===== src/source/load_store_pkg.sv =====
// widths, opcodes and pipeline structs shared by every stage of the load-store core
package load_store_pkg;

    localparam int word_width = 16;
    localparam int reg_addr_width = 4;
    localparam int mem_addr_width = 8;
    localparam int opcode_width = 4;

    // opcode sits in instruction bits 3..0
    typedef enum logic [opcode_width-1:0] {
        op_nop  = 4'd0,
        op_add  = 4'd1,
        op_sub  = 4'd2,
        op_and  = 4'd3,
        op_or   = 4'd4,
        op_xor  = 4'd5,
        op_sll  = 4'd6,
        op_srl  = 4'd7,
        op_addi = 4'd8,
        op_li   = 4'd9,
        op_lw   = 4'd10,
        op_sw   = 4'd11,
        op_out  = 4'd12
    } opcode_e;

    // decode to execute
    typedef struct packed {
        opcode_e                   op;
        logic [reg_addr_width-1:0] rd;
        logic [reg_addr_width-1:0] rs1;
        logic [reg_addr_width-1:0] rs2;
        logic [word_width-1:0]     imm;
        logic [word_width-1:0]     a;
        logic [word_width-1:0]     b;
        logic                      regwrite;
    } decoded_t;

    // execute to memory, value is alu result or address
    typedef struct packed {
        opcode_e                   op;
        logic [reg_addr_width-1:0] rd;
        logic                      regwrite;
        logic [word_width-1:0]     value;
        logic [word_width-1:0]     store_data;
    } exec_result_t;

    // memory to writeback, also the older forwarding source
    typedef struct packed {
        logic [reg_addr_width-1:0] rd;
        logic                      regwrite;
        logic [word_width-1:0]     data;
    } writeback_t;

    typedef struct packed {
        logic stall_decode;
        logic freeze;
    } hazard_ctrl_t;

endpackage

===== src/source/hazard_unit.sv =====
// hazard unit: combinational load-use stall and output back-pressure freeze for all stages
`timescale 1ns/1ns

module hazard_unit (
    input  logic [load_store_pkg::word_width-1:0] decode_instr,
    input  load_store_pkg::decoded_t              execute_decoded,
    input  logic                                  result_valid,
    input  logic                                  result_ready,
    output load_store_pkg::hazard_ctrl_t          hazard
);

    load_store_pkg::opcode_e                   op;
    logic [load_store_pkg::reg_addr_width-1:0] rs1;
    logic [load_store_pkg::reg_addr_width-1:0] rs2;
    logic                                      reads_rs1;
    logic                                      reads_rs2;
    logic                                      load_pending;
    logic                                      load_use;

    assign op = load_store_pkg::opcode_e'(decode_instr[3:0]);
    assign rs1 = decode_instr[11:8];
    assign rs2 = decode_instr[15:12];

    // li keeps its immediate in the rs slots
    assign reads_rs1 = op inside {load_store_pkg::op_add, load_store_pkg::op_sub,
                                  load_store_pkg::op_and, load_store_pkg::op_or,
                                  load_store_pkg::op_xor, load_store_pkg::op_sll,
                                  load_store_pkg::op_srl, load_store_pkg::op_addi,
                                  load_store_pkg::op_lw, load_store_pkg::op_sw,
                                  load_store_pkg::op_out};
    assign reads_rs2 = op inside {load_store_pkg::op_add, load_store_pkg::op_sub,
                                  load_store_pkg::op_and, load_store_pkg::op_or,
                                  load_store_pkg::op_xor, load_store_pkg::op_sll,
                                  load_store_pkg::op_srl, load_store_pkg::op_sw};

    assign load_pending = execute_decoded.op == load_store_pkg::op_lw &&
                          execute_decoded.regwrite && execute_decoded.rd != '0;
    assign load_use = load_pending &&
                      ((reads_rs1 && rs1 == execute_decoded.rd) ||
                       (reads_rs2 && rs2 == execute_decoded.rd));

    // freeze wins, the stall shows up once the output drains
    assign hazard.freeze = result_valid && !result_ready;
    assign hazard.stall_decode = load_use && !hazard.freeze;

endmodule


===== config.mk =====
export PLATFORM = sky130hd
export DESIGN_NAME = hazard_unit
export DESIGN_NICKNAME = d
export VERILOG_FILES = /design/src/source/load_store_pkg.sv /design/src/source/hazard_unit.sv
export SDC_FILE = /design/constraint.sdc
export NUM_CORES = 1
export LEC_CHECK = 0
export BUFFER_PORTS_ARGS = -buffer_cell sky130_fd_sc_hd__buf_2
export CAP_MARGIN = 10
export CORE_AREA = 2 2 39 41
export DETAILED_ROUTE_END_ITERATION = 6
export DIE_AREA = 0 0 41 43
export PLACE_DENSITY = 0.8
export SETUP_SLACK_MARGIN = 0.2
export SYNTH_ARGS = -nofsm -noshare
export SYNTH_HDL_FRONTEND = slang
export SYNTH_SLANG_ARGS = --single-unit

===== constraint.sdc =====
create_clock -name vclk -period 0.8
set_input_delay 0.08 -clock vclk [all_inputs]
set_output_delay 0.08 -clock vclk [all_outputs]
set_load 0.03 [all_outputs]

Yosys cells after proc, flatten, opt, wreduce, memory -nomap -nowiden

Index checks and enable logic that the tools add are counted.

Register bits after elaboration: 0
Input bits: 83
Output and inout bits: 2
Word-level logic and storage cells: 27

Equal/unequal tests: 14
Reduce and logical (&&, ||, !) cells: 13

Operators by type and width:

| cell                                                             | count |
|---|---|
| 4-bit == test (second input constant)                            | 5 |
| 4-bit by 3-bit == test with 1-bit output (second input constant) | 4 |
| 11-bit nonzero test                                              | 1 |
| 4-bit by 2-bit == test with 1-bit output (second input constant) | 2 |
| 4-bit == test                                                    | 2 |
| 8-bit nonzero test                                               | 1 |
| 1-bit logical AND                                                | 7 |
| 4-bit by 1-bit == test with 1-bit output (second input constant) | 1 |
| 4-bit nonzero test                                               | 1 |
| 1-bit zero test                                                  | 2 |
| 1-bit logical OR                                                 | 1 |

Depth between registers and ports, before layout

Depth in word-level cells: 6
Gate-level depth with buffers: 4
Depth with buffers taken out: 4

Worst setup path after synthesis

OpenSTA, ideal clock, no wires.

Path kind: input port to output port
Start: in result_valid
End: out hazard[1] in the netlist's numbering
Arrival time: 1201 ps
Required time: 720 ps
Setup slack: -481 ps
Stages on the path: 4
Buffers on the path: 0
Cells stage by stage: nor2b_1 nor4b_1 o41ai_1 a21oi_1

RTL lines:

| what            | line             | text |
|---|---|---|
| start, declared | hazard_unit.sv:7 | `input logic result_valid,` |
| end, declared   | hazard_unit.sv:9 | `output load_store_pkg::hazard_ctrl_t hazard` |

==> qor.csv <==
stage;metric;value;unit
routing;via count;284;
worst_setup_path;CP Data Required Time;0.72;ns
place;DP Cell Count;66;
floorplanning;initial core utilization;12.12;%
routing;DRT iter0 DRCs;0;
outcome;failing checks;setup timing;
timing;setup ws final;-0.3103;ns
flow_run;max cap viols;0;
synthesis;mapped cell area;167.7;µm²
global_routing;via count of the first global-routing pass;267;
routing;Via density;4.303;
place;GP Congestion;0.6491;
worst_setup_path;WS Path Type;primary input to output port;
finish;nets;135;
finish;Storage cell area;0;µm²
global_routing;largest net degree at the start of global routing;6;
synthesis;Syn Inst Count;24;
timing;f_max;900.7;MHz
global_routing;first-pass GRT wire length;903;µm
timing;period utilisation layout;138.8;%
pwr;Switching Fraction;41.54;%
worst_setup_path;Crit Path Max Fanout;1;
synthesis;sequential fraction of the synthesis area;0;%
global_routing;total grt overflow;0;
finish;n_diodes;0;
pwr;Clock power frac;0;%
worst_hold_path;Min-Delay Path Class;primary input to output port;
pwr;Pleak;0.1742;nW
routing;DRC;0;
worst_setup_path;Startpoint Class;primary input;
timing;Final Hold Fails;0;
pwr;Power Density;437.2;nW/µm²
global_routing;GRT Total Usage;6.893;%
pwr;internal cell power;0.00009784;W
routing;Routed Antenna Nets;0;
finish;commonest non-fill, non-tap cell in the layout;buf_2;
worst_setup_path;cell family with most CP delay;compound AO/OA/AOI/OAI gates;
floorplanning;Die W;41;µm
synthesis;Ys Warns;0;
synthesis;syn_nets;107;
pwr;total power;0.0001674;W
worst_hold_path;WHS Endpoint;hazard[0];
worst_setup_path;Critical Path Max Stage Delay;0.27;ns
timing;max_slew headroom;80.71;%
place;Port-buffer cells;25;
timing;worst hold slack;0.4670;ns
floorplanning;Site Rows;14;
floorplanning;Die ar.;1763;µm²
finish;most frequent cells in the layout;buf_2 (19), buf_6 (6), xor2_1 (5);
global_routing;initial antenna violation count;0;
floorplanning;Die Height;43;µm
worst_setup_path;Arr. time, crit path;1.03;ns
worst_setup_path;Crit. End Element;output port;
place;Cell Area, Placed;345.3;µm²
finish;seq_cells;0;
place;Post-DP HPWL;582.4;µm
timing;Slew Limit Fails;0;
pwr;switching pwr;0.00006954;W
outcome;status;finished, violations left;
synthesis;Avg Inst Size Synth;6.986;µm²
pwr;proportion of power drawn by flip-flops and latches;0;%
worst_setup_path;Worst Path Buf+Inv;2;
synthesis;Unique masters post-synth;15;
finish;CLK BUF;0;
routing;Pre-Repair DR Iteration Count;1;
pwr;worst vdd ir;0.0001192;V
finish;Finished Layout Cells;66;
floorplanning;I/O pin count;85;
routing;WL/cell;9.197;µm
floorplanning;core area;1384;µm²
worst_hold_path;hold depth;3;
worst_setup_path;most frequent CP cell;buf_6;
worst_hold_path;Hold Crit Start;result_ready;
worst_setup_path;Crit-path slowest cell;a311oi_1;
timing;slew at the pin closest to its max-slew limit;0.2862;ns
finish;Core Util, Final;27.67;%
routing;Routed WL;607;µm
worst_setup_path;crit-path cells;buf_6, xor2_1, a311oi_1, nand4_1, a21oi_2, buf_6;
timing;RSZ-0062 raised after global routing;true;
pwr;combinational share of power;100.0;%
finish;Final Instance Area;382.9;µm²
finish;share of cells above drive strength 1;60.00;%
timing;fin crit period;1.110;ns
finish;Layout Area Growth over Synthesis;128.4;%
timing;setup violators final;1;
[cell type report]
type | count | area, µm²
fillers | 167 | 1001
inverters | 1 | 3.754
multi-input cells | 23 | 188.9
well taps | 16 | 20.02
repair buffers | 26 | 170.2
[per-stage QoR]
step                      worst slack, ns  setup TNS (ns)
final                             -0.3103         -0.3103
after global routing              -0.3762         -0.3762
after CTS                         -0.3384         -0.3384
after detailed placement          -0.3924         -0.3924
after global placement            -0.3380         -0.3380
after floorplan                   -0.2155         -0.2155
[power groups by stage]
stage / combinational [W] / clock (W) / sequential (W)
finish: 0.000167 / 0 / 0
global route: 0.000185 / 0 / 0
CTS: 0.000160 / 0 / 0
detailed placement: 0.000152 / 0 / 0
global placement: 0.000148 / 0 / 0
floorplan: 0.0000641 / 0 / 0
[how the worst max path moves through the flow]
stage                     cells past startpoint                 from   endpoint
after floorplan                               4         result_valid  hazard[1]
after global placement                        6  execute_decoded[60]  hazard[1]
after detailed placement                      6  execute_decoded[60]  hazard[1]
after CTS                                     6     decode_instr[10]  hazard[1]
after global routing                          6     decode_instr[11]  hazard[1]
final                                         6     decode_instr[11]  hazard[1]
[synthesized netlist by cell type, drive strengths merged (2+ instances only)]
master | instances | area [µm²]
nand4 | 2 | 12.51
a21oi | 2 | 10.01
xor2 | 5 | 43.79
xnor2 | 3 | 26.28
nor2 | 2 | 7.510
[kinds of logic (layout without fill, tap and decap cells)]
family                 Yosys count  after routing  synth area share [%]
AO/OA/AOI/OAI                    6              6                 23.14
AND/OR/NAND/NOR                  9              9                 32.85
buffers and inverters            1             27                 2.237
XOR/XNOR                         8              8                 41.79
[timing repair]
action | 4_1_cts | 5_1_grt
setup endpoints to repair | 1 | 1
hold buffers | 0 | 0
pin swaps | 4 | 4
setup buffers | 0 | 0
resized for setup | 6 | 3
[metal layers]
layer	wire (µm)	up-vias	global-route usage [%]
met4	0	0	0
met1	173	127	6.646
li1	-	143	-
met5	0	-	0
met3	66	0	1.047
met2	367	14	14.37
(Power assumes the default switching activity.)
