**config.mk**
```make
export PLATFORM = sky130hd
export DESIGN_NAME = memory_stage
export DESIGN_NICKNAME = d
export VERILOG_FILES = /design/src/source/load_store_pkg.sv /design/src/source/memory_stage.sv
export SDC_FILE = /design/constraint.sdc
export NUM_CORES = 2
export LEC_CHECK = 0
export BUFFER_PORTS_ARGS = -buffer_cell sky130_fd_sc_hd__buf_2
export CAP_MARGIN = 20
export CORE_ASPECT_RATIO = 1.75
export CORE_MARGIN = 2
export CORE_UTILIZATION = 45
export DETAILED_ROUTE_END_ITERATION = 8
export PLACE_DENSITY = 0.69
export SYNTH_ARGS = -nofsm -noshare
export SYNTH_HDL_FRONTEND = slang
export SYNTH_SLANG_ARGS = --single-unit
```
**constraint.sdc**
```tcl
create_clock -name clock -period 8 [get_ports clock]
set_clock_uncertainty 0.2 [all_clocks]
set_input_delay 0.8 -clock clock [delete_from_list [all_inputs] [get_ports clock]]
set_output_delay 0.8 -clock clock [all_outputs]
set_load 0.01 [all_outputs]
```
**src/source/load_store_pkg.sv**
```systemverilog
// widths, opcodes and pipeline structs shared by every stage of the load-store core
package load_store_pkg;

    localparam int word_width = 16;
    localparam int reg_addr_width = 4;
    localparam int mem_addr_width = 8;
    localparam int opcode_width = 4;

    // opcode sits in instruction bits 3..0
    typedef enum logic [opcode_width-1:0] {
        op_nop  = 4'd0,
        op_add  = 4'd1,
        op_sub  = 4'd2,
        op_and  = 4'd3,
        op_or   = 4'd4,
        op_xor  = 4'd5,
        op_sll  = 4'd6,
        op_srl  = 4'd7,
        op_addi = 4'd8,
        op_li   = 4'd9,
        op_lw   = 4'd10,
        op_sw   = 4'd11,
        op_out  = 4'd12
    } opcode_e;

    // decode to execute
    typedef struct packed {
        opcode_e                   op;
        logic [reg_addr_width-1:0] rd;
        logic [reg_addr_width-1:0] rs1;
        logic [reg_addr_width-1:0] rs2;
        logic [word_width-1:0]     imm;
        logic [word_width-1:0]     a;
        logic [word_width-1:0]     b;
        logic                      regwrite;
    } decoded_t;

    // execute to memory, value is alu result or address
    typedef struct packed {
        opcode_e                   op;
        logic [reg_addr_width-1:0] rd;
        logic                      regwrite;
        logic [word_width-1:0]     value;
        logic [word_width-1:0]     store_data;
    } exec_result_t;

    // memory to writeback, also the older forwarding source
    typedef struct packed {
        logic [reg_addr_width-1:0] rd;
        logic                      regwrite;
        logic [word_width-1:0]     data;
    } writeback_t;

    typedef struct packed {
        logic stall_decode;
        logic freeze;
    } hazard_ctrl_t;

endpackage
```
**src/source/memory_stage.sv**
```systemverilog
// memory stage: data RAM, result port handshake and the writeback register
`timescale 1ns/1ns

module memory_stage (
    input  logic                                  clock,
    input  logic                                  arst_n,
    input  load_store_pkg::hazard_ctrl_t          hazard,
    input  load_store_pkg::exec_result_t          executed,
    output logic                                  result_valid,
    input  logic                                  result_ready,
    output logic [load_store_pkg::word_width-1:0] result,
    output load_store_pkg::writeback_t            writeback
);

    localparam int depth = 2**load_store_pkg::mem_addr_width;

    logic [load_store_pkg::word_width-1:0]     ram [depth];
    logic [depth-1:0]                          written;
    logic [load_store_pkg::mem_addr_width-1:0] addr;
    logic [load_store_pkg::word_width-1:0]     ram_data;
    logic                                      store_en;
    logic [load_store_pkg::word_width-1:0]     wb_data;

    assign addr = executed.value[load_store_pkg::mem_addr_width-1:0];

    // store happens as the instruction leaves
    assign store_en = !hazard.freeze && executed.op == load_store_pkg::op_sw;

    // words never stored read back as zero
    assign ram_data = written[addr] ? ram[addr] : '0;

    always_ff @(posedge clock) begin
        if (store_en) begin
            ram[addr] <= executed.store_data;
        end
    end

    always_ff @(posedge clock or negedge arst_n) begin
        if (!arst_n) begin
            written <= '0;
        end else if (store_en) begin
            written[addr] <= 1'b1;
        end
    end

    assign result_valid = executed.op == load_store_pkg::op_out;
    assign result = executed.value;

    assign wb_data = (executed.op == load_store_pkg::op_lw) ? ram_data : executed.value;

    always_ff @(posedge clock or negedge arst_n) begin
        if (!arst_n) begin
            writeback <= '0;
        end else if (!hazard.freeze) begin
            writeback.rd <= executed.rd;
            writeback.regwrite <= executed.regwrite;
            writeback.data <= wb_data;
        end
    end

    // output held steady under back-pressure
    assert property (@(posedge clock) disable iff (!arst_n)
        result_valid && !result_ready |=> result_valid && $stable(result))
    else $error("result changed while waiting for result_ready");

endmodule

```
Word-level counts from Yosys, hierarchy flattened:

Memories as Yosys holds them, arrays and structs flattened.
Index checks and enable logic that the tools add are counted.

* $lt $le $gt $ge: 2
* equal/unequal tests: 3
* muxes and demuxes: 8
* bitwise logic cells: 1
* reductions and logical operators: 3

Operator list (count)
* $or A256 B256 Y256: 1
* $mux W16: 2
* $eq A4 B4 Y1 const B: 3
* $lt A8 B9 Y1 const B: 1
* $bmux W1 S8: 1
* $demux W1 S8: 1
* $ge A8 B1 Y1 const B: 1
* $mux W1: 4
* $logic_and A1 B1 Y1: 2
* $logic_not A1 Y1: 1

* flip-flop bits (word level): 277
* bits in writable memories: 4096
* bits of input ports: 46
* output and inout port bits: 38
* word-level logic and storage cells: 22
* memories kept: 1

Memory list
* ram: depth 256, width 16, rd ports 1, clocked after memory_dff 0, wr ports 1, RTL line memory_stage.sv:17 `logic [load_store_pkg::word_width-1:0] ram [depth];`

Logic depth before layout (Yosys ltp):

* depth after elaboration: 5
* gate-level depth with buffers: 17
* depth with buffers taken out: 7

Worst setup path after synthesis:

No wires, ideal clock.

* path kind: input-to-reg
* start: in executed[16] in the netlist's numbering
* end: mem ram[103][0] in the netlist's numbering (enable)
* setup time: 0.389 ns
* data arrival time: 3.605 ns
* required time: 7.411 ns
* path slack: 3.806 ns
* cell stages on the path: 13
* buffers on the path: 11
* cells stage by stage: buf_6 -> buf_8 -> buf_8 -> buf_8 -> buf_8 -> buf_6 -> buf_6 -> buf_4 -> buf_6 -> buf_2 -> nand3_1 -> clkbuf_1 -> nor2_1

RTL lines
* start, declared: RTL line memory_stage.sv:8 `input load_store_pkg::exec_result_t executed,`
* end, declared: RTL line memory_stage.sv:17

Straight into the memory's write port.

Final worst setup path:

* start: in executed[18] in the netlist's numbering
* end: reg writeback[8] in the netlist's numbering

* word-level cells in the longest chain between the ends: 4
* elaborated cells on any way between the ends: 5
* classes of those cells: mux (4); memory (1)

RTL lines
* $bmux W1 S8: RTL line memory_stage.sv:30 `assign ram_data = written[addr] ? ram[addr] : '0;`
* $mux W1 (not written as such): RTL line memory_stage.sv:30
* $mux W16 (*): RTL line memory_stage.sv:30
* $mux W16 (*): RTL line memory_stage.sv:49 `assign wb_data = (executed.op == load_store_pkg::op_lw) ? ram_data : executed.value;`
* end, declared: RTL line memory_stage.sv:12 `output load_store_pkg::writeback_t writeback`

Every way passes the cells marked *; elsewhere a longest branch is shown, timed or not. The select of a mux whose other input is x is not followed.
A chain may end at the register's enable or synchronous reset.

==> flow_metrics.py <==
metrics = {
    "status": {
        "outcome": "finished, final reports clean",
    },
    "sta": {
        "clock.fmax_mhz": 198,
        "drv_slew": 0,
        "hold_slack_ps": 194,
        "finalWorstPathRequiredPeriod_ps": 5060,
        "hold_viol_final": 0,
        "worst_pin_slew_ps": 1340,
        "finalCritPeriodShare": 0.633,
        "fin_setup_tns_ps": 0,
        "maxSlewHeadroom": 0.106,
        "rsz0062_at_grt": "no",
        "final-setup-viol-count": 0,
    },
    "global_routing": {
        "gr-usage-all-layers": 0.233,
        "grt_use_met3": 0.0443,
        "grt_overflow_total": 0,
        "grt_pass1_wl_mm": 625,
        "grt_antenna_before_repair": 25,
        "grt_most_used_layer": "met2",
        "use_met1": 0.276,
        "grt_pass1_vias": 83655,
        "grt_start_max_net_pins": 178,
        "use_met2": 0.395,
    },
    "setup_path": {
        "startpoint": "executed[18]",
        "required_ps": 8570,
        "cp-start-kind": "primary input",
        "crit_path_max_fanout": 58,
        "crit_slowest_cell": "a311oi_1",
        "slowest_delay_ps": 1090,
        "path_depth": 9,
        "cp-end-kind": "flop",
        "crit_family": "compound AO/OA/AOI/OAI gates",
        "ff2ff_path_depth": 7,
        "rrSetupSlack_ps": 3650,
        "arrival_ps": 5640,
        "path_cells": "buf_6, buf_12, nand3_1, o32ai_1, a211oi_1, o21ai_0, o311ai_0, a311oi_1, o21ai_1",
        "reg2reg_from": "ram[94][8]",
        "crit_type": "primary input to flop",
        "critPathCapture": "writeback[8]",
        "timing.rr.end": "writeback[8]",
        "path_buf_inv": 2,
    },
    "floorplan": {
        "rows": 296,
        "die_area_mm2": 0.377,
        "die_height_um": 811,
        "core_mm2": 0.371,
        "pin_count": 84,
        "initial_core_util": 0.451,
        "dieWidth_um": 465,
    },
    "clock_network": {
        "cts_made_buffers": 364,
        "postCtsResizedCells": 0,
        "cts_tree": "yes",
        "clock_latency_ps": 970,
        "clock_path_buffers": 4,
        "clk_pin_slew_ps": 70,
        "cts.sinks": 4373,
        "htreeDepth": 5,
        "cts-root-buf": "clkbuf_16",
        "cts_setup_buffers": 0,
    },
    "pwr": {
        "powerDensity_mw_per_mm2": 242,
        "clkPwrFrac": 0.398,
        "netSwitchingFraction": 0.214,
        "p_int_mw": 35.7,
        "pwr-share-seq": 0.551,
        "p_leak_nw": 60.4,
        "p_sw_mw": 9.71,
        "vdd_drop_max_mv": 0.187,
        "power_mw": 45.4,
        "pwr-share-comb": 0.051,
    },
    "route": {
        "routed-via-count": 81565,
        "wl_per_cell_um": 33.8,
        "route.final.wire_length_mm": 443,
        "routed_via_density": 6.23,
        "route.detailed.drc": 0,
        "postRouteAntennaNets": 0,
        "dr.pass1.iters": 8,
        "drt_iter0_drc": 10528,
    },
    "cells_and_area": {
        "utilization": 0.507,
        "fin_cells": 13102,
        "nets": 7906,
        "final_common_cell": "edfxtp_1",
        "final_layout_size_suffix_gt1_frac": 0.318,
        "areaGrowthSynthToFinish_pct": 12.3,
        "layout_common_cells": "edfxtp_1 (4096), mux4_2 (1131), clkbuf_16 (377)",
    },
    "synth": {
        "syn_area_per_cell_um2": 22.5,
        "ys_async_sr_fraction": 0.0633,
        "seq_area_frac_synth": 0.776,
        "ys.flop_type": "edfxtp_1",
        "syn_area_mm2": 0.167,
        "synth_seq_cells": 4373,
        "synth_nets": 7473,
        "syn_inst": 7427,
        "ys_types": 60,
        "synth-edff-count": 4096,
        "ys_warn_count": 0,
    },
    "placement": {
        "place.gp.congestion": 0.905,
        "post-dp-hpwl_mm": 267,
        "portBuffers": 81,
        "placed_cells": 12377,
    },
    "flow_run": {
        "maxCapViolCount": 0,
    },
    "worst_hold_path": {
        "hp-class": "primary input to flop",
    },
}
power groups by stage:
stage	clock network, mW	logic (mW)	registers (mW)
4_1_cts	18.3	2.29	25.0
5_1_grt	19.1	2.38	25.0
3_3_place_gp	0	2.23	25.5
3_5_place_dp	0	2.28	25.5
2_1_floorplan	0	1.17	25.5
6_report	18.1	2.31	25.0
per-stage QoR:
step,instance area [um^2],setup slack (ps)
floorplan,167000,3810
global placement,175000,2400
detailed placement,175000,2390
CTS,188000,3380
global route,188000,2980
finish,188000,2940
layer usage:
metal | up-vias | wire [um]
li1 | 32221 | -
met1 | 43862 | 151000
met2 | 4459 | 226000
met3 | 1017 | 36200
met4 | 6 | 29500
met5 | - | 35
flip-flops by register name, summed over array words and instances, names as in the netlist:
name and flops:
written 256, ram 4096, writeback 21
cell families (layout without fill, tap and decap cells):
kind of cell	Yosys count	after routing	share of synthesized area
DFF	4373	4373	0.776
muxes	1227	1227	0.158
and+or+nand+nor	735	735	0.0216
AOI/OAI and AO/OA	642	642	0.0287
buffers and inverters	450	1182	0.0151
other	0	26	0
final cells by class:
cell class | count | area (um^2)
fillers | 28213 | 183000
inverters | 6 | 30.0
diodes | 26 | 65.1
clock buffers | 453 | 9860
well taps | 4917 | 6150
repair buffers | 511 | 4590
multi-input cells | 2604 | 35300
clock inverters | 212 | 2050
flip-flops and latches | 4373 | 130000
what timing repair did:
action | in CTS | in global routing
hold buffers | 14 | 0
endpoints found under the setup margin | 0 | 0
hold endpoints to repair | 121 | 0
cells in the mapped netlist, types with 34 or more instances:
library cell	instances	area (um^2)
a21oi_1	68	340
a221oi_1	111	972
a22o_1	113	990
a22oi_1	132	991
buf_1	34	128
buf_2	72	360
buf_4	85	638
buf_6	51	574
clkbuf_1	198	743
dfrtp_1	277	6930
edfxtp_1	4096	123000
mux2i_1	83	831
mux4_2	1131	25500
nand2_1	79	297
nor2_1	302	1130
o21ai_0	37	185
o22ai_1	77	482
or2_2	258	1610
worst min path at each step:
stage / startpoint / endpoint / slack [ps] / cells past startpoint
2_1_floorplan: written[177] / written[177] / 230 / 1
3_3_place_gp: written[235] / written[235] / 240 / 1
3_5_place_dp: written[8] / written[8] / 250 / 1
4_1_cts: executed[10] / ram[35][10] / 160 / 1
5_1_grt: executed[10] / ram[43][10] / 210 / 1
6_report: executed[10] / ram[35][10] / 190 / 1
Power figures use the tool's default switching activity.
