$ cat config.mk
export PLATFORM = sky130hd
export DESIGN_NAME = decode_stage
export DESIGN_NICKNAME = d
export VERILOG_FILES = /design/src/source/load_store_pkg.sv /design/src/source/decode_stage.sv
export SDC_FILE = /design/constraint.sdc
export NUM_CORES = 1
export LEC_CHECK = 0
export ABC_AREA = 1
export BUFFER_PORTS_ARGS = -buffer_cell sky130_fd_sc_hd__buf_2
export CORE_MARGIN = 1.5
export CORE_UTILIZATION = 47
export CTS_CLUSTER_SIZE = 28
export DETAILED_ROUTE_END_ITERATION = 8
export GPL_TIMING_DRIVEN = 0
export HOLD_SLACK_MARGIN = 0.1
export PLACE_DENSITY = 0.88
export RECOVER_POWER = 100
export SLEW_MARGIN = 20
export SYNTH_ARGS = -nofsm -noshare
export SYNTH_HDL_FRONTEND = slang
export SYNTH_SLANG_ARGS = --single-unit
$ cat constraint.sdc
create_clock -name clock -period 1.17 [get_ports clock]
set_clock_uncertainty 0.05 [all_clocks]
set_input_delay 0.0585 -clock clock [delete_from_list [all_inputs] [get_ports clock]]
set_output_delay 0.0585 -clock clock [all_outputs]
set_load 0.005 [all_outputs]
$ cat src/source/load_store_pkg.sv
// widths, opcodes and pipeline structs shared by every stage of the load-store core
package load_store_pkg;

    localparam int word_width = 16;
    localparam int reg_addr_width = 4;
    localparam int mem_addr_width = 8;
    localparam int opcode_width = 4;

    // opcode sits in instruction bits 3..0
    typedef enum logic [opcode_width-1:0] {
        op_nop  = 4'd0,
        op_add  = 4'd1,
        op_sub  = 4'd2,
        op_and  = 4'd3,
        op_or   = 4'd4,
        op_xor  = 4'd5,
        op_sll  = 4'd6,
        op_srl  = 4'd7,
        op_addi = 4'd8,
        op_li   = 4'd9,
        op_lw   = 4'd10,
        op_sw   = 4'd11,
        op_out  = 4'd12
    } opcode_e;

    // decode to execute
    typedef struct packed {
        opcode_e                   op;
        logic [reg_addr_width-1:0] rd;
        logic [reg_addr_width-1:0] rs1;
        logic [reg_addr_width-1:0] rs2;
        logic [word_width-1:0]     imm;
        logic [word_width-1:0]     a;
        logic [word_width-1:0]     b;
        logic                      regwrite;
    } decoded_t;

    // execute to memory, value is alu result or address
    typedef struct packed {
        opcode_e                   op;
        logic [reg_addr_width-1:0] rd;
        logic                      regwrite;
        logic [word_width-1:0]     value;
        logic [word_width-1:0]     store_data;
    } exec_result_t;

    // memory to writeback, also the older forwarding source
    typedef struct packed {
        logic [reg_addr_width-1:0] rd;
        logic                      regwrite;
        logic [word_width-1:0]     data;
    } writeback_t;

    typedef struct packed {
        logic stall_decode;
        logic freeze;
    } hazard_ctrl_t;

endpackage
$ cat src/source/decode_stage.sv
// decode stage: accepts the instruction stream, reads operands, and fills the decode register
`timescale 1ns/1ns

module decode_stage (
    input  logic                                      clock,
    input  logic                                      arst_n,
    input  logic                                      instr_valid,
    output logic                                      instr_ready,
    input  logic [load_store_pkg::word_width-1:0]     instr,
    input  load_store_pkg::hazard_ctrl_t              hazard,
    output logic [load_store_pkg::reg_addr_width-1:0] rs1_addr,
    output logic [load_store_pkg::reg_addr_width-1:0] rs2_addr,
    input  logic [load_store_pkg::word_width-1:0]     rs1_data,
    input  logic [load_store_pkg::word_width-1:0]     rs2_data,
    output load_store_pkg::decoded_t                  decoded
);

    load_store_pkg::opcode_e               op;
    logic [load_store_pkg::word_width-1:0] imm;
    logic                                  regwrite;
    logic                                  accept;
    load_store_pkg::decoded_t              next_decoded;

    assign op = load_store_pkg::opcode_e'(instr[3:0]);
    assign rs1_addr = instr[11:8];
    assign rs2_addr = instr[15:12];

    assign instr_ready = !(hazard.stall_decode || hazard.freeze);
    assign accept = instr_valid && instr_ready;

    // immediate format depends on the opcode
    always_comb begin
        case (op)
            load_store_pkg::op_li:
                imm = {{8{instr[15]}}, instr[15:8]};
            load_store_pkg::op_addi,
            load_store_pkg::op_lw:
                imm = {{12{instr[15]}}, instr[15:12]};
            // store keeps its offset in the rd slot
            load_store_pkg::op_sw:
                imm = {{12{instr[7]}}, instr[7:4]};
            default:
                imm = '0;
        endcase
    end

    always_comb begin
        case (op)
            load_store_pkg::op_add,
            load_store_pkg::op_sub,
            load_store_pkg::op_and,
            load_store_pkg::op_or,
            load_store_pkg::op_xor,
            load_store_pkg::op_sll,
            load_store_pkg::op_srl,
            load_store_pkg::op_addi,
            load_store_pkg::op_li,
            load_store_pkg::op_lw:
                regwrite = 1'b1;
            default:
                regwrite = 1'b0;
        endcase
    end

    always_comb begin
        next_decoded.op = op;
        next_decoded.rd = instr[7:4];
        next_decoded.rs1 = rs1_addr;
        next_decoded.rs2 = rs2_addr;
        next_decoded.imm = imm;
        next_decoded.a = rs1_data;
        next_decoded.b = rs2_data;
        next_decoded.regwrite = regwrite;
    end

    // freeze holds, otherwise a bubble unless an instruction is taken
    always_ff @(posedge clock or negedge arst_n) begin
        if (!arst_n) begin
            decoded <= '0;
        end else if (!hazard.freeze) begin
            if (accept) begin
                decoded <= next_decoded;
            end else begin
                decoded <= '0;
            end
        end
    end

    // an accepted word must carry a known opcode all the way into execute
    assert property (@(posedge clock) disable iff (!arst_n)
        accept |=> decoded.op <= 4'(load_store_pkg::op_out))
    else $error("illegal opcode entered the pipeline");

endmodule

After elaboration in Yosys (flattened, before gate mapping)
Memory sizes are Yosys's and may differ from the RTL's. Cells that the tools add are included.

Equality and inequality tests: 4. Reductions and logical operators: 4. Multiplexer cells: 2.

Operator list (count): $mux 65 (1); $pmux 16 s3 (1); $eq 4x4->1 const B (4); $reduce_or 2->1 (1); $logic_and 1x1->1 (1); $logic_not 1->1 (1); $logic_or 1x1->1 (1).

Word-level logic and storage cells: 19. Register bits: 65. Memories: 1. ROM bits: 16.

Memory list: (name not given) (words 16, width 1, rd ports 1, clocked after Yosys merged registers in 0, wr ports 0, RTL line decode_stage.sv:48) `case (op)`.

Depth between registers and ports, before layout
Gate-level depths: netlist (run 1).

Depth after elaboration: 4. Depth in mapped cells: 6. Gate-level depth less buffers: 6.

Least setup slack after synthesis (run 1)
No wires, ideal clock.

Path kind: input-to-reg. Start point: input port hazard[0] (netlist bit). End point: register decoded[0] (netlist bit). Cell stages on the path: 6. Data required time: 1.055 ns. Slack: 0.414 ns. Arrival: 0.641 ns. Path through: nor2_2 nand2_2 inv_4 buf_6 nand3_1 nand2_1.

Word-level cells in the longest chain between the ends: 4.

RTL lines: start: declaration (RTL line decode_stage.sv:10) `input load_store_pkg::hazard_ctrl_t hazard,`; $logic_or 1x1->1 (RTL line decode_stage.sv:28) `assign instr_ready = !(hazard.stall_decode || hazard.freeze);`; $logic_not 1->1 (RTL line decode_stage.sv:28); $logic_and 1x1->1 (RTL line decode_stage.sv:29) `assign accept = instr_valid && instr_ready;`; $mux 65 (RTL line decode_stage.sv:81) `if (accept) begin`; end signal: assignment (RTL line decode_stage.sv:82) `decoded <= next_decoded;`; end: declaration (RTL line decode_stage.sv:15) `output load_store_pkg::decoded_t decoded`.

Several ways; a longest one is shown, not always the timed one. A chain may end at the register's enable or synchronous reset.

==> results.txt, run 1 <==
CP required: 1.06 ns
Layout cells sized above 1: 36.0%
Tot Pwr: 4.50 mW
GR Overflow Total: 0
Fillers: 336
Vias in the first global route: 2351
Worst slew pin tran: 0.746 ns
# setup viols final: 0
Synth Instances: 199
DRC viols: 0
Iter 0 DRT Violations: 176
Pre-CTS setup slack: 0.174 ns
Max clock buf depth: 2
Pwr dens: 1200 nW/um^2
Top flop regs: decoded x57
Drt first pass iters: 4
Clk slew on worst S/H paths: 0.06 ns
Wire per inst: 15.9 um
RD Place Congestion: 0.819
R2r worst-path depth: 1
Origin of the critical flop-to-flop path: decoded[12]
Synthesized cell area: 2350 um^2
Register area share after synthesis: 60.8%
Period minus WS final: 1.16 ns
Status: completed
Min-Delay Endpoint: decoded[61]
Hold Fails Final Rpt: 0
Reg2Reg Setup Slack: 0.35 ns
Nets: 443
Most flop-heavy register: decoded
Vias: 2323
Avg Cell Area, Syn: 11.8 um^2
CTS tree: built
Max Fanout on Critical Path: 10
Later-pin clock latency in the skew report: 0.32 ns
Ys Warns: 0
Placed Cells: 392
Die Height: 73.7 um
Worst VDD drop: 0.712 mV
GRT Util Overall: 27.7%
H-tree Lvls: 3
Slew Viols, Final: 0
CTS Buf Count: 9
P_leak: 2.01 nW
Clk root buf: clkbuf_8
DR vias/cell: 5.04
Detail Placement HPWL: 4300 um
Synthesis-stage register bit count: 57
Arrival time at the worst endpoint: 1.05 ns
Worst setup EP type: output pin
Drt total wl: 7320 um
Rows: 25
Total die area: 5420 um^2
Initial antenna violation count: 0
Post-synth cell types: 16
N_diodes: 0
R2r endpoint: decoded[12]
Top cell family by delay on the critical path: flip-flops
Hold Path Origin: hazard[0]
CP Cell Sequence: buf_4 > buf_2
First-pass GRT wire length: 11100 um
Post-Layout Cell Count: 461
Max-cap viol count: 0
Clock tree sinks: 57
Area Overhead vs Synth: 60.1%
Worst hold slack: 0.207 ns
Largest net degree at the start of global routing: 58
RSZ-0062 raised after global routing: yes
CP peak stage delay: 0.46 ns
Core area: 4750 um^2
Achievable Freq: 863 MHz
Antenna Nets Post-Route: 0
Boundary pin count: 127
Hold path depth: 5
Initial Utilization: 49.3%
Final setup margin: 0.0109 ns
Final core occ: 79.0%
Worst slew margin: 50.3%
Die Width: 73.7 um
CP Launch Type: register
Largest register FFs: 57
Buf/Inv on CP: 2
Final period util: 99.1%
Tightest Hold Check Type: in -> reg
I/O Buffers: 126
Kind of critical path: reg -> out
Worst path slowest cell: dfrtp_2
Syn nets: 252
-- metal layers --
layer / routed length, um / GRT usage (%) / part of all wire [%] / vias to the layer above
li1: - / - / - / 1080
met1: 3030 / 32.8 / 41 / 1138
met2: 3770 / 47.6 / 51 / 96
met3: 436 / 6.86 / 6.0 / 9
met4: 93 / 11.9 / 1.3 / 0
met5: 0 / 0 / 0 / -
-- Yosys cell counts, drive strengths merged --
| master | count | share of area, % |
|---|---|---|
| nand3 | 26 | 5.8 |
| buf | 25 | 8.4 |
| a22o | 46 | 17 |
| nand2 | 31 | 5.1 |
| nor2 | 4 | 0.96 |
| dfrtp | 57 | 61 |
| clkbuf | 2 | 0.32 |
| inv | 5 | 0.91 |
| o21ai | 3 | 0.64 |
-- timing repair --
action	CTS	global route
gates cloned	0	1
pin swaps	0	1
setup buffers	0	1
hold buffers	52	0
endpoints found under the hold margin	111	0
resized for setup	1	8
endpoints found under the setup margin	8	58
-- kinds of logic after synthesis --
logic type,share of synthesized area [%]
AOI/OAI and AO/OA,17.8
buffers and inverters,9.60
and+or+nand+nor,11.8
DFF,60.8
-- worst max path at each step --
| stage | end | from | cells after the start | slack (ns) |
|---|---|---|---|---|
| global route | decoded[42] | decoded[47] | 2 | -0.02 |
| finish | decoded[42] | decoded[47] | 2 | 0.01 |
| CTS | decoded[42] | decoded[47] | 2 | 0.001 |
| detailed placement | decoded[51] | hazard[0] | 6 | 0.17 |
| global placement | decoded[8] | arst_n | 1 | -0.009 |
| floorplan | decoded[0] | hazard[0] | 6 | 0.41 |
-- power by group --
group          internal, mW  leakage (nW)  switching, mW
sequential             2.07         0.770         0.0650
clock                 0.920        0.0980          0.756
combinational         0.372          1.14          0.314
total                  3.36          2.01           1.14
-- cell type report --
| class | count | area [um^2] | area share [%] |
|---|---|---|---|
| sequential | 57 | 1430 | 38.0 |
| timing repair buffer | 179 | 1110 | 29.7 |
| multi-input combinational | 110 | 717 | 19.1 |
| buffer | 27 | 204 | 5.43 |
| clock buffer | 12 | 165 | 4.40 |
| tap | 67 | 83.8 | 2.23 |
| inverter | 5 | 23.8 | 0.633 |
| clock inverter | 3 | 15.0 | 0.400 |
| timing repair inverter | 1 | 5.00 | 0.133 |
-- per-stage QoR --
stage	TNS, ns	cell area [um^2]
4_1_cts	0	3760
2_1_floorplan	0	2350
5_1_grt	-0.157	3760
3_5_place_dp	0	3060
3_3_place_gp	-0.366	3060
6_report	0	3760
-- worst min-delay path, stage by stage --
cell	delay (ns)
buf_2	0.13
nor2_4	0.05
nand2_2	0.09
buf_4	0.13
o21ai_0	0.07
-- cells in the final DEF, fill, tap and decap left out, drive strengths merged --
cell type    count
inv              4
nand2           31
dfrtp           57
buf            114
nand3           26
nor2             4
a22o            46
clkbuf          52
dlygate4sd3     52
o21ai            3
clkinv           5
No activity file was read; power rests on OpenSTA's default activity.
==> run 2, diff against run 1 <==
--- a/config.mk
+++ b/config.mk
@@ -7,6 +7,7 @@
 export LEC_CHECK = 0
 export ABC_AREA = 1
 export BUFFER_PORTS_ARGS = -buffer_cell sky130_fd_sc_hd__buf_2
+export CORE_ASPECT_RATIO = 1.5
 export CORE_MARGIN = 1.5
 export CORE_UTILIZATION = 47
 export CTS_CLUSTER_SIZE = 28
==> run 2 against run 1 <==
  * Sequential cell count did not move
  * Hold slack got worse by 0.11 ns
  * Cell area rose by 1.6%
  * Critical path depth rose by 6
  * First-iteration DRC count fell by 14%
  * Critical path type is now in -> reg
  * Die area rose by 0.16%
==> results.txt, run 2 (synthesized netlist as in run 1, its figures left out) <==
Area Overhead vs Synth: 62.7%
Drt first pass iters: 4
Detail Placement HPWL: 4460 um
First-pass GRT wire length: 11900 um
Area after DPL: 3060 um^2
Drt total wl: 8180 um
Max clock buf depth: 2
Worst path slowest cell: dlygate4sd3_1
CP Cell Sequence: dlygate4sd3_1 > buf_2 > nor2_4 > nand2_4 > inv_8 > buf_6 > buf_4 > a22o_1
Placed Cells: 391
Top flop regs: decoded x57
GRT Util Overall: 30.9%
Arrival time at the worst endpoint: 1.33 ns
Kind of critical path: in -> reg
Worst slew pin tran: 0.759 ns
CTS Hold Bufs: 51
Achievable Freq: 860 MHz
CP required: 1.34 ns
Hold path depth: 4
Fin area: 3820 um^2
Busiest layer in global routing: met2
Worst setup EP type: register
Max-cap viol count: 0
Min-Delay Endpoint: decoded[61]
Met1 Usage GRT: 30.1%
Vias: 2450
Final period util: 99.3%
Nets: 442
Hold Fails Final Rpt: 0
R2r worst-path depth: 1
CTS tree: built
Tot Pwr: 5.09 mW
Later-pin clock latency in the skew report: 0.33 ns
P_leak: 2.00 nW
Reg2Reg Setup Slack: 0.32 ns
CTS Buf Count: 9
Status: completed
Rows: 31
Clk slew on worst S/H paths: 0.07 ns
Total die area: 5430 um^2
Antenna Nets Post-Route: 0
GR Overflow Total: 0
Worst VDD drop: 0.801 mV
Slew Viols, Final: 0
Sum Neg Setup Slack: 0 ns
Area of the multi-input gates: 731 um^2
CP peak stage delay: 0.53 ns
Register area: 1430 um^2
Top cell family by delay on the critical path: buffers and inverters
Die Height: 89.5 um
Period minus WS final: 1.16 ns
Met3 Use GR: 7.53%
N_diodes: 0
Wire per inst: 17.8 um
Largest register FFs: 57
R2r endpoint: decoded[11]
Grt met2 use: 55.9%
Origin of the critical flop-to-flop path: decoded[11]
Largest net degree at the start of global routing: 58
Most frequent cells in the layout: buf_2 (75), dfrtp_1 (56), clkbuf_1 (50), dlygate4sd3_1 (50), a22o_1 (45)
Die Width: 60.7 um
Buf/Inv on CP: 5
Most flop-heavy register: decoded
Iter 0 DRT Violations: 151
Tightest Hold Check Type: in -> reg
# setup viols final: 0
I/O Buffers: 126
DR vias/cell: 5.33
DRC viols: 0
Max Fanout on Critical Path: 6
Initial Utilization: 48.8%
Worst slew margin: 49.4%
Clk root buf: clkbuf_8
Core area: 4810 um^2
Initial antenna violation count: 0
Hold Path Origin: hazard[0]
RD Place Congestion: 0.816
CP Launch Type: input port
Pwr dens: 1330 nW/um^2
Vias in the first global route: 2451
Commonest non-fill, non-tap cell in the layout: buf_2
Clock tree sinks: 57
RSZ-0062 raised after global routing: yes
H-tree Lvls: 3
Boundary pin count: 127
Fillers: 338
Post-Layout Cell Count: 460
Layout cells sized above 1: 33.8%
run 2: cell count changes in the layout (fill, tap and decap cells not counted), sizes merged:
cell | previous run | this run
buf | 114 | 100
clkbuf | 52 | 66
clkinv | 5 | 1
bufinv | 0 | 3
dlygate4sd3 | 52 | 50
clkinvlp | 0 | 1
dlymetal6s4s | 0 | 1
inv | 4 | 5
run 2: layout make-up:
class | count | share of cell area, %
Sequential cell | 57 | 37.4
Timing Repair Buffer | 179 | 29.2
Multi-Input combinational cell | 110 | 19.1
Buffer | 27 | 5.05
Clock buffer | 11 | 3.70
Clock inverter | 5 | 2.69
Tap cell | 66 | 2.16
Inverter | 5 | 0.688
run 2: what timing repair did:
item / in CTS / in global routing
endpoints found under the setup margin: 8 / 59
hold endpoints to repair: 111 / 1
pin swaps: 0 / 2
gates resized for setup: 1 / 20
buffers inserted: 0 / 3
run 2: how the worst max path moves through the flow:
stage | start | endpoint | slack [ns] | depth (start not counted)
6_report | hazard[1] | decoded[16] | 0.008 | 8
3_3_place_gp | arst_n | decoded[28] | -0.005 | 1
3_5_place_dp | hazard[0] | decoded[15] | 0.17 | 6
5_1_grt | decoded[47] | decoded[48] | -0.04 | 2
2_1_floorplan | hazard[0] | decoded[0] | 0.41 | 6
4_1_cts | decoded[47] | decoded[47] | -0.008 | 2
run 2: per-stage QoR:
step | worst slack (ns) | hold WS [ns] | utilization (%)
after floorplan | 0.414 | -0.287 | -
after global placement | -0.00544 | 0.226 | 63.6
after detailed placement | 0.168 | 0.104 | 63.7
after CTS | -0.00831 | 0.0656 | 79.4
after global routing | -0.0430 | 0.104 | 79.4
final | 0.00776 | 0.0946 | 79.4
run 2: power breakdown:
| group | internal, mW | switching (mW) | total (mW) |
|---|---|---|---|
| Clock | 1.47 | 0.773 | 2.24 |
| Combinational | 0.371 | 0.335 | 0.706 |
| Sequential | 2.07 | 0.0657 | 2.14 |
run 2: layer usage:
metal / up-vias / part of all wire, %
met5: - / 0
met4: 0 / 5.3
met3: 49 / 6.4
met2: 151 / 55
met1: 1161 / 34
li1: 1089 / -
