[config.mk]
export PLATFORM = sky130hd
export DESIGN_NAME = execute_stage
export DESIGN_NICKNAME = d
export VERILOG_FILES = /design/src/source/load_store_pkg.sv /design/src/source/execute_stage.sv
export SDC_FILE = /design/constraint.sdc
export NUM_CORES = 1
export LEC_CHECK = 0
export BUFFER_PORTS_ARGS = -buffer_cell sky130_fd_sc_hd__clkbuf_2
export CAP_MARGIN = 0
export CORE_UTILIZATION = 60
export CTS_BUF_LIST = sky130_fd_sc_hd__clkbuf_4
export CTS_CLUSTER_DIAMETER = 200
export DETAILED_ROUTE_END_ITERATION = 12
export GPL_TIMING_DRIVEN = 0
export MAX_ROUTING_LAYER = met4
export PLACE_DENSITY_LB_ADDON = 0.15
export SLEW_MARGIN = 0
export SYNTH_ARGS = -nofsm -noshare
export SYNTH_HDL_FRONTEND = slang
export SYNTH_SLANG_ARGS = --single-unit
[constraint.sdc]
create_clock -name clock -period 1.7 [get_ports clock]
set_input_delay 0.34 -clock clock [delete_from_list [all_inputs] [get_ports clock]]
set_output_delay 0.34 -clock clock [all_outputs]
set_load 0.01 [all_outputs]
[src/source/load_store_pkg.sv]
// widths, opcodes and pipeline structs shared by every stage of the load-store core
package load_store_pkg;

    localparam int word_width = 16;
    localparam int reg_addr_width = 4;
    localparam int mem_addr_width = 8;
    localparam int opcode_width = 4;

    // opcode sits in instruction bits 3..0
    typedef enum logic [opcode_width-1:0] {
        op_nop  = 4'd0,
        op_add  = 4'd1,
        op_sub  = 4'd2,
        op_and  = 4'd3,
        op_or   = 4'd4,
        op_xor  = 4'd5,
        op_sll  = 4'd6,
        op_srl  = 4'd7,
        op_addi = 4'd8,
        op_li   = 4'd9,
        op_lw   = 4'd10,
        op_sw   = 4'd11,
        op_out  = 4'd12
    } opcode_e;

    // decode to execute
    typedef struct packed {
        opcode_e                   op;
        logic [reg_addr_width-1:0] rd;
        logic [reg_addr_width-1:0] rs1;
        logic [reg_addr_width-1:0] rs2;
        logic [word_width-1:0]     imm;
        logic [word_width-1:0]     a;
        logic [word_width-1:0]     b;
        logic                      regwrite;
    } decoded_t;

    // execute to memory, value is alu result or address
    typedef struct packed {
        opcode_e                   op;
        logic [reg_addr_width-1:0] rd;
        logic                      regwrite;
        logic [word_width-1:0]     value;
        logic [word_width-1:0]     store_data;
    } exec_result_t;

    // memory to writeback, also the older forwarding source
    typedef struct packed {
        logic [reg_addr_width-1:0] rd;
        logic                      regwrite;
        logic [word_width-1:0]     data;
    } writeback_t;

    typedef struct packed {
        logic stall_decode;
        logic freeze;
    } hazard_ctrl_t;

endpackage
[src/source/execute_stage.sv]
// execute stage: operand forwarding, ALU and address generation into the execute register
`timescale 1ns/1ns

module execute_stage (
    input  logic                         clock,
    input  logic                         arst_n,
    input  load_store_pkg::hazard_ctrl_t hazard,
    input  load_store_pkg::decoded_t     decoded,
    input  load_store_pkg::exec_result_t mem_fwd,
    input  load_store_pkg::writeback_t   wb_fwd,
    output load_store_pkg::exec_result_t executed
);

    logic [load_store_pkg::word_width-1:0] op_a;
    logic [load_store_pkg::word_width-1:0] op_b;
    logic [load_store_pkg::word_width-1:0] value;

    // younger memory-stage result beats the writeback one
    function automatic logic [load_store_pkg::word_width-1:0] forward(
        input logic [load_store_pkg::reg_addr_width-1:0] rs,
        input logic [load_store_pkg::word_width-1:0]     reg_value,
        input load_store_pkg::exec_result_t              mem,
        input load_store_pkg::writeback_t                wb
    );
        if (mem.regwrite && mem.rd != '0 && mem.rd == rs) begin
            return mem.value;
        end else if (wb.regwrite && wb.rd != '0 && wb.rd == rs) begin
            return wb.data;
        end
        return reg_value;
    endfunction

    assign op_a = forward(decoded.rs1, decoded.a, mem_fwd, wb_fwd);
    assign op_b = forward(decoded.rs2, decoded.b, mem_fwd, wb_fwd);

    always_comb begin
        case (decoded.op)
            load_store_pkg::op_add:  value = op_a + op_b;
            load_store_pkg::op_sub:  value = op_a - op_b;
            load_store_pkg::op_and:  value = op_a & op_b;
            load_store_pkg::op_or:   value = op_a | op_b;
            load_store_pkg::op_xor:  value = op_a ^ op_b;
            load_store_pkg::op_sll:  value = op_a << op_b[3:0];
            load_store_pkg::op_srl:  value = op_a >> op_b[3:0];
            // immediate adds double as load and store addresses
            load_store_pkg::op_addi,
            load_store_pkg::op_lw,
            load_store_pkg::op_sw:   value = op_a + decoded.imm;
            load_store_pkg::op_li:   value = decoded.imm;
            load_store_pkg::op_out:  value = op_a;
            default:                 value = '0;
        endcase
    end

    // load-use bubbles arrive through the decode register, so only freeze matters here
    always_ff @(posedge clock or negedge arst_n) begin
        if (!arst_n) begin
            executed <= '0;
        end else if (!hazard.freeze) begin
            executed.op <= decoded.op;
            executed.rd <= decoded.rd;
            executed.regwrite <= decoded.regwrite;
            executed.value <= value;
            executed.store_data <= op_b;
        end
    end

    // a load in memory holds its address and not its data yet
    assert property (@(posedge clock) disable iff (!arst_n)
        mem_fwd.op == load_store_pkg::op_lw && mem_fwd.rd != '0 &&
        !(decoded.op inside {load_store_pkg::op_nop, load_store_pkg::op_li})
        |-> decoded.rs1 != mem_fwd.rd)
    else $error("operand forwarded from a load before its data was read");

endmodule

==> summary.md, run 1 <==
| Metric | Value |
|---|---|
| DIE WIDTH | `105 um` |
| Async set-or-reset flop fraction in the synthesized netlist | `1.00` |
| Post-synth EDFFs | `0` |
| Main combinational cell family by area after synthesis | `compound AO/OA/AOI/OAI gates` |
| Row count | `37` |
| Post-Synth XOR/XNOR Area | `0.0527` |
| Htree depth | `2` |
| Buffers added on ports | `149` |
| CTS Buf Count | `5` |
| Log Error | `[ERROR GRT-0232] Routing congestion too high. Check the congestion heatmap in the GUI.` |
| Avg Cell Area, Syn | `7.68 sq um` |
| Synth warn | `0` |
| Last stage | `global routing (5_1_grt)` |
| Gr usage total | `0.938` |
| Adder-cell share of the synthesized area | `0.0962` |
| CTS root buf | `clkbuf_4` |
| Count leader, synth | `nand2_1` |
| Starting Density | `0.615` |
| Gpl congestion | `roughly 1.0` |
| Largest area contributor in the netlist | `dfrtp_1` |
| Detailed Place HPWL | `20.9 mm` |
| Largest net degree at the start of global routing | `42` |
| Syn Std Cell Area | `6320 sq um` |
| Post-synthesis cell type count | `roughly 80` |
| Top cells by area, synth | `dfrtp_1 16%, ha_1 9.3%, mux2i_1 8.6%` |
| #FFs+latches synth | `a little over 40` |
| Longest Clk Path Bufs | `2` |
| I/O Pins | `172` |
| Dpl cell area | `roughly 7400 sq um` |
| Run status | `aborted with a tool error` |
| Synth Area in Compound Gates | `0.297` |
| Simple-gate area share of the yosys netlist | `0.203` |
| Gr ovfl total | `around 350` |
| Post-synthesis mux area share | `0.125` |
| # clock sinks | `41` |
| Ys flop type | `dfrtp_1` |
| Share of the synthesized area in the top cell type | `0.162` |
| Register area share after synthesis | `0.162` |
| Die H | `~100 um` |
| Top cells by count, synth | `93 x nand2_1, 74 x o21ai_0, 54 x mux2i_1` |
| Syn Nets | `1002` |
| Cell count after synthesis | `between 800 and 900` |
[layer usage]
metal / GRT overflow / global-route usage
met1: 14 / 0.890
met3: 12 / 0.797
met5: - / -
met2: 249 / 1.09
met4: 73 / 0.961
[cells by family after synthesis]
kind of cell,after synthesis
and+or+nand+nor,270
AOI/OAI and AO/OA,263
buffers and inverters,89
muxes,74
adders and majority gates,48
DFF,41
xor gates and xnor gates,38
[through the flow]
step           TNS (ns)  hold slack, ns  setup WS, ns  std cells
2_1_floorplan    -35.57          0.0444         -2.50        823
3_3_place_gp     -55.88           0.458         -3.43       1108
4_1_cts          -36.15           0.178         -2.52       1168
3_5_place_dp     -57.42           0.476         -3.47       1108
[timing repair]
action	4_1_cts
pin swaps	61
setup buffers	54
cloned	0
hold buffers	0
resized for setup	141
hold endpoints to repair	0
endpoints found under the setup margin	30
==> inputs of run 2 (changes only) <==
- CORE_UTILIZATION: 60 -> 40
- CTS_BUF_LIST: sky130_fd_sc_hd__clkbuf_4 -> default
- CTS_CLUSTER_DIAMETER: 200 -> default
- MAX_ROUTING_LAYER: met4 -> default
==> summary.md, run 2 <==
| Metric | Value |
|---|---|
| Async set-or-reset flop fraction in the synthesized netlist | `1.00 (unchanged)` |
| Die Area | `roughly 16000 sq um` |
| Sw Pwr | `about 2.5 mW` |
| Pint | `3.33 mW` |
| Run status | `complete, but fails checks (was aborted with a tool error)` |
| Top cells by area, synth | `dfrtp_1 16%, ha_1 9.3%, mux2i_1 8.6% (unchanged)` |
| Initial DRC count | `864` |
| RSZ-0062 raised after global routing | `yes` |
| Period utilization | `2.60` |
| Highest ir drop seen on vdd | `about 0.00042 V` |
| Comb pwr share | `0.611` |
| Fin crit period | `approximately 4.4 ns` |
| Gr usage total | `0.359` |
| Cell count after synthesis | `823 (unchanged)` |
| Reg2reg start | `executed[22]` |
| P_leak | `4.05 nW` |
| Fmax | `~230 MHz` |
| Crit end category | `flip-flop` |
| Longest Clk Path Bufs | `2 (unchanged)` |
| Total power | `5.85 mW` |
| Placed instance count | `1183 (was 1108)` |
| Max Cap Viol | `0` |
| Post-synthesis cell type count | `81 (unchanged)` |
| Area added between synthesis and finish | `46.2%` |
| Htree depth | `2 (unchanged)` |
| Crit path to | `executed[24]` |
| Critical setup path kind | `primary input to flip-flop` |
| Ys flop type | `dfrtp_1 (unchanged)` |
| Post-Layout Cell Count | `roughly 1300` |
| First-pass GRT wire length | `44.4 mm` |
| Reg2reg end | `executed[22]` |
| Gr ovfl total | `0` |
| Pre-Repair DR Iteration Count | `5` |
| # clock sinks | `41 (unchanged)` |
| Setup WS post-layout | `-2.73 ns` |
| CP Launch Type | `primary input` |
| Largest regs | `executed (41)` |
| CP max FO | `4` |
| Switching Fraction | `0.430` |
| Gpl congestion | `0.995 (was 1.04)` |
| CTS root buf | `clkbuf_16 (was clkbuf_4)` |
| Largest net degree at the start of global routing | `42` |
| Clk pwr share | `0.183` |
| Avg WL per Cell | `23.6 um` |
| Worst reg2reg path depth | `3` |
| Insertion delay to the later sink of the worst-skew pair | `0.28 ns` |
| Via Count | `approximately 8100` |
| Worst EP required | `1.87 ns` |
| Most common cell after layout, fill and taps aside | `clkbuf_2` |
| Hold Path Class | `primary input to async pin` |
| Syn Std Cell Area | `6320 sq um (unchanged)` |
| PD cells | `633 nW/um^2` |
| Top cells by count, synth | `93 x nand2_1, 74 x o21ai_0, 54 x mux2i_1 (unchanged)` |
| Post-synth EDFFs | `0 (unchanged)` |
| Final ANT Viol Nets | `0` |
| Count leader, synth | `nand2_1 (unchanged)` |
| Syn Nets | `1002 (unchanged)` |
| Worst R2R Setup Slack | `0.26 ns` |
| Buffers added on ports | `149 (unchanged)` |
| Reg power frac | `0.206` |
| Worst-path clk slew | `0.06 ns` |
| #FFs+latches synth | `41 (unchanged)` |
| Worst-Margin Slew | `1.38 ns` |
| Critical Path AT | `4.60 ns` |
| DIE WIDTH | `128 um (was 105 um)` |
| Share of the synthesized area in the top cell type | `0.162 (unchanged)` |
| Worst slew margin | `0.0747` |
| Core area | `about 15000 sq um` |
| Initial antenna violation count | `0` |
| Failing checks | `setup timing` |
| Skew final | `0 ns` |
| CTS Buf Count | `5 (unchanged)` |
| Vias in the first global route | `between 7000 and 8000` |
| Max-slew violations | `0` |
| I/O Pins | `172 (unchanged)` |
| Post-Route WL | `29.8 mm` |
| Most frequent cells in the layout | `149 x clkbuf_2, 89 x nand2_1, 60 x buf_4` |
| Via density | `6.37` |
| Nets | `1233` |
| CTS tree | `built` |
| Diodes inserted | `0` |
| Starting Density | `0.413 (was 0.615)` |
| Largest area contributor in the netlist | `dfrtp_1 (unchanged)` |
| # DRC | `0` |
| Crit. Startpoint | `wb_fwd[19]` |
| Post-Place Setup Slack | `-3.64 ns (was -3.47 ns)` |
| Final Hold Fails | `0` |
| Most flop-heavy register | `executed` |
| Row count | `45 (was 37)` |
| Final setup fails | `32` |
| Number of flip-flops under the largest register name | `41` |
| Detailed Place HPWL | `21.6 mm (was 20.9 mm)` |
| Avg Cell Area, Syn | `7.68 sq um (unchanged)` |
| Register area share after synthesis | `0.162 (unchanged)` |
| Layout cells sized above 1 | `0.406` |
| Die H | `128 um (was 105 um)` |
| Synth warn | `0 (unchanged)` |
[run 2: cell counts after synthesis]
Identical to the previous run, type by type.
[run 2: layer usage]
| layer | share of wire | up-vias | wire, um | track usage |
|---|---|---|---|---|
| met5 | 0 | - | 0 | 0 |
| met4 | 0.043 | 0 | 1270 | 0.141 |
| met3 | 0.098 | 106 | 2930 | 0.0584 |
| met2 | 0.45 | 532 | 13300 | 0.579 |
| met1 | 0.41 | 3855 | 12300 | 0.480 |
| li1 | - | 3570 | - | - |
[run 2: how the worst min path moves through the flow]
stage               cells after the start          from            to  slack [ns]
CTS                                     1        arst_n   executed[5]        0.25
global route                            2   decoded[58]  executed[34]        0.28
finish                                  1        arst_n   executed[5]        0.22
detailed placement                      2  executed[18]  executed[18]        0.47
floorplan                               0        arst_n   executed[0]        0.04
global placement                        2  executed[23]  executed[23]        0.47
[run 2: through the flow]
step	hold slack (ns)	utilization	area [sq um]	TNS (ns)
floorplan	0.0444	-	6440	-35.57
global placement	0.469	0.487	7450	-59.66
detailed placement	0.465	0.487	7450	-59.34
CTS	0.254	0.563	8620	-38.77
global route	0.283	0.603	9240	-44.79
finish	0.223	0.603	9240	-42.74
[run 2: kinds of logic after synthesis]
logic type,after synthesis,share of synthesized area
AND/OR/NAND/NOR,270,0.203
AO/OA/AOI/OAI,263,0.297
buffers and inverters,89,0.0630
multiplexers,74,0.125
adder cells (fa/ha/maj),48,0.0962
flip-flops,41,0.162
XOR/XNOR,38,0.0527
[run 2: final cells by class]
cell class                      count  area [sq um]
Buffer                             48           422
Tap cell                          211           264
Clock inverter                      2          35.0
Clock buffer                        5           125
Multi-Input combinational cell    693          5710
Timing Repair Buffer              231          1520
Fill cell                        1425          6080
Inverter                           34           138
Sequential cell                    41          1030
[run 2: power groups by stage]
stage	Sequential (mW)	Combinational, mW	Clock [mW]
after floorplan	1.26	1.69	0
after global placement	1.22	2.68	0
after detailed placement	1.22	2.68	0
after CTS	1.20	3.15	1.09
after global routing	1.22	3.81	1.12
final	1.20	3.57	1.07
[run 2: timing repair]
| item | CTS | global route |
|---|---|---|
| setup endpoints to repair | 30 | 32 |
| pin swaps | 61 | 40 |
| gates resized for setup | 142 | 97 |
| hold buffers | 0 | 0 |
| buffers inserted | 49 | 33 |
[run 2: worst max-delay path, stage by stage]
cell and delay, ns:
buf_8 0.10, o41a_1 0.49, and3_4 0.23, nand2_8 0.07
buf_12 0.11, mux2i_2 0.21, o21a_1 0.21, clkbuf_8 0.17
inv_6 0.03, buf_8 0.11, buf_12 0.12, a22oi_2 0.13
o21ai_1 0.09, ha_1 0.37, buf_6 0.14, a21o_1 0.16
a21o_1 0.19, a21oi_2 0.21, o21ai_2 0.10, a21oi_2 0.14
xnor2_1 0.10, a221oi_2 0.35, o311ai_2 0.19, a22o_1 0.21
Note: power is estimated with default switching activity, not from simulation.
==> inputs of run 3 (changes only) <==
- GPL_TIMING_DRIVEN: 0 -> default
- SETUP_SLACK_MARGIN: default -> 0.1
==> summary.md, run 3 (synthesized netlist as in run 2, its figures left out) <==
| Metric | Value |
|---|---|
| Crit. Startpoint | `wb_fwd[20] (was wb_fwd[19])` |
| Detailed Place HPWL | `22.4 mm (was 21.6 mm)` |
| Run status | `complete, but fails checks (unchanged)` |
| Post-Route WL | `28.4 mm (was 29.8 mm)` |
| Total power | `6.08 mW (was 5.85 mW)` |
| Nets | `1407 (was 1233)` |
| Worst EP required | `1.88 ns (was 1.87 ns)` |
| CTS tree | `built (unchanged)` |
| Core area | `15300 sq um (unchanged)` |
| RSZ-0062 raised after global routing | `yes (unchanged)` |
| Skew final | `0 ns (unchanged)` |
| Hold Path Class | `primary input to async pin (unchanged)` |
| Failing checks | `setup timing (unchanged)` |
| Max Cap Viol | `0 (unchanged)` |
| P_leak | `4.89 nW (was 4.05 nW)` |
| Buffers added on ports | `150 (was 149)` |
| Row count | `45 (unchanged)` |
| Initial antenna violation count | `0 (unchanged)` |
| Via Count | `8368 (was 8063)` |
| Highest ir drop seen on vdd | `0.000435 V (was 0.000422 V)` |
| First-pass GRT wire length | `43.2 mm (was 44.4 mm)` |
| Worst R2R Setup Slack | `0.09 ns (was 0.26 ns)` |
| # clock sinks | `41 (unchanged)` |
| Final setup fails | `27 (was 32)` |
| Total negative setup slack | `-32.18 ns (was -42.74 ns)` |
| Reg2reg end | `executed[25] (was executed[22])` |
| Starting Density | `0.413 (unchanged)` |
| Diodes inserted | `0 (unchanged)` |
| Worst-path clk slew | `0.07 ns (was 0.06 ns)` |
| Period utilization | `2.28 (was 2.60)` |
| PD cells | `586 nW/um^2 (was 633 nW/um^2)` |
| Fin crit period | `3.88 ns (was 4.43 ns)` |
| CP max FO | `7 (was 4)` |
| I/O Pins | `172 (unchanged)` |
| Layout cells sized above 1 | `0.502 (was 0.406)` |
| Insertion delay to the later sink of the worst-skew pair | `0.28 ns (about the same)` |
| Largest regs | `executed (41) (unchanged)` |
| DIE WIDTH | `128 um (unchanged)` |
| Finished Core Util | `0.677 (was 0.603)` |
| Placed instance count | `1402 (was 1183)` |
| Worst slew margin | `0.286 (was 0.0747)` |
| Pre-Repair DR Iteration Count | `8 (was 5)` |
| Filler cells | `1357 (was 1425)` |
| Initial DRC count | `657 (was 864)` |
| Avg WL per Cell | `19.7 um (was 23.6 um)` |
| Htree depth | `2 (unchanged)` |
| Die H | `128 um (unchanged)` |
| Number of hold buffers added after cts | `0 (unchanged)` |
| Worst-Margin Slew | `1.06 ns (was 1.38 ns)` |
| CP Launch Type | `primary input (unchanged)` |
| Critical Path AT | `4.06 ns (was 4.60 ns)` |
| Gpl congestion | `1.00 (was 0.995)` |
| Critical setup path kind | `primary input to flip-flop (unchanged)` |
| Area added between synthesis and finish | `64.1% (was 46.2%)` |
| Most flop-heavy register | `executed (unchanged)` |
| Via density | `5.81 (was 6.37)` |
| Die Area | `16300 sq um (unchanged)` |
| Reg2reg start | `executed[25] (was executed[22])` |
| Most common cell after layout, fill and taps aside | `buf_4 (was clkbuf_2)` |
| Final Hold Fails | `0 (unchanged)` |
| CTS root buf | `clkbuf_16 (unchanged)` |
| Longest Clk Path Bufs | `2 (unchanged)` |
| Most frequent cells in the layout | `270 x buf_4, 145 x clkbuf_2, 91 x nand2_1 (was 149 x clkbuf_2, 89 x nand2_1, 60 x buf_4)` |
| Worst reg2reg path depth | `6 (was 3)` |
| Final ANT Viol Nets | `0 (unchanged)` |
| Largest net degree at the start of global routing | `42 (unchanged)` |
| Vias in the first global route | `7935 (was 7553)` |
| Setup WS post-layout | `-2.18 ns (was -2.73 ns)` |
| Gr ovfl total | `0 (unchanged)` |
| CTS Buf Count | `5 (unchanged)` |
| Max-slew violations | `0 (unchanged)` |
| Post-Layout Cell Count | `1440 (was 1265)` |
| Fmax | `258 MHz (was 226 MHz)` |
| Gr usage total | `0.343 (was 0.359)` |
| WHS | `0.116 ns (was 0.223 ns)` |
| # DRC | `0 (unchanged)` |
| Crit end category | `flip-flop (unchanged)` |
| Number of flip-flops under the largest register name | `41 (unchanged)` |
run 3: through the flow:
| step | instance area, sq um | setup WS, ns |
|---|---|---|
| 3_5_place_dp | 9240 | -2.66 |
| 2_1_floorplan | 6440 | -2.50 |
| 3_3_place_gp | 9240 | -2.48 |
| 6_report | 10400 | -2.18 |
| 5_1_grt | 10400 | -2.33 |
| 4_1_cts | 9840 | -2.05 |
run 3: final cells by class:
cell class / count / area, sq um / area share
Clock inverter: 2 / 10.0 / 0.000965
Inverter: 34 / 130 / 0.0125
Timing Repair Buffer: 453 / 3270 / 0.316
Clock buffer: 6 / 129 / 0.0124
Tap cell: 211 / 264 / 0.0255
Sequential cell: 41 / 1030 / 0.0989
Multi-Input combinational cell: 693 / 5540 / 0.534
run 3: where the power goes:
group / total [mW] / internal [mW] / switching [mW]
Combinational: 3.95 / 1.93 / 2.02
Clock: 0.934 / 0.540 / 0.394
Sequential: 1.20 / 1.11 / 0.0859
Total: 6.08 / 3.58 / 2.50
run 3: how the worst max path moves through the flow:
| stage | end | slack, ns | cells after the start |
|---|---|---|---|
| 2_1_floorplan | executed[29] | -2.50 | 23 |
| 3_3_place_gp | executed[29] | -2.48 | 19 |
| 3_5_place_dp | executed[29] | -2.66 | 19 |
| 4_1_cts | executed[29] | -2.05 | 18 |
| 5_1_grt | executed[29] | -2.33 | 18 |
| 6_report | executed[29] | -2.18 | 18 |
run 3: critical path: stages:
cell and delay [ns]:
clkbuf_2 0.12, xnor2_1 0.23, and2_2 0.31, nand2_8 0.09
buf_4 0.16, o41ai_1 0.30, a31oi_1 0.22, buf_4 0.20
nand4bb_1 0.26, nor3_1 0.26, nor3_1 0.10, a221o_1 0.29
ha_1 0.31, a21o_1 0.22, a31oi_4 0.20, xor2_1 0.18
a2bb2oi_1 0.19, o21ai_1 0.08
run 3: timing repair:
| item | in CTS | in global routing |
|---|---|---|
| pin swaps | 29 | 34 |
| setup endpoints to repair | 32 | 32 |
| setup buffers | 14 | 19 |
| cloned | 1 | 0 |
| resized for setup | 85 | 92 |
run 3: routing by layer:
metal	vias up	GRT usage	share of wire
met5	-	0	0
met1	3929	0.447	0.42
met3	86	0.0668	0.088
met4	0	0.134	0.038
li1	3926	-	-
met2	427	0.560	0.45
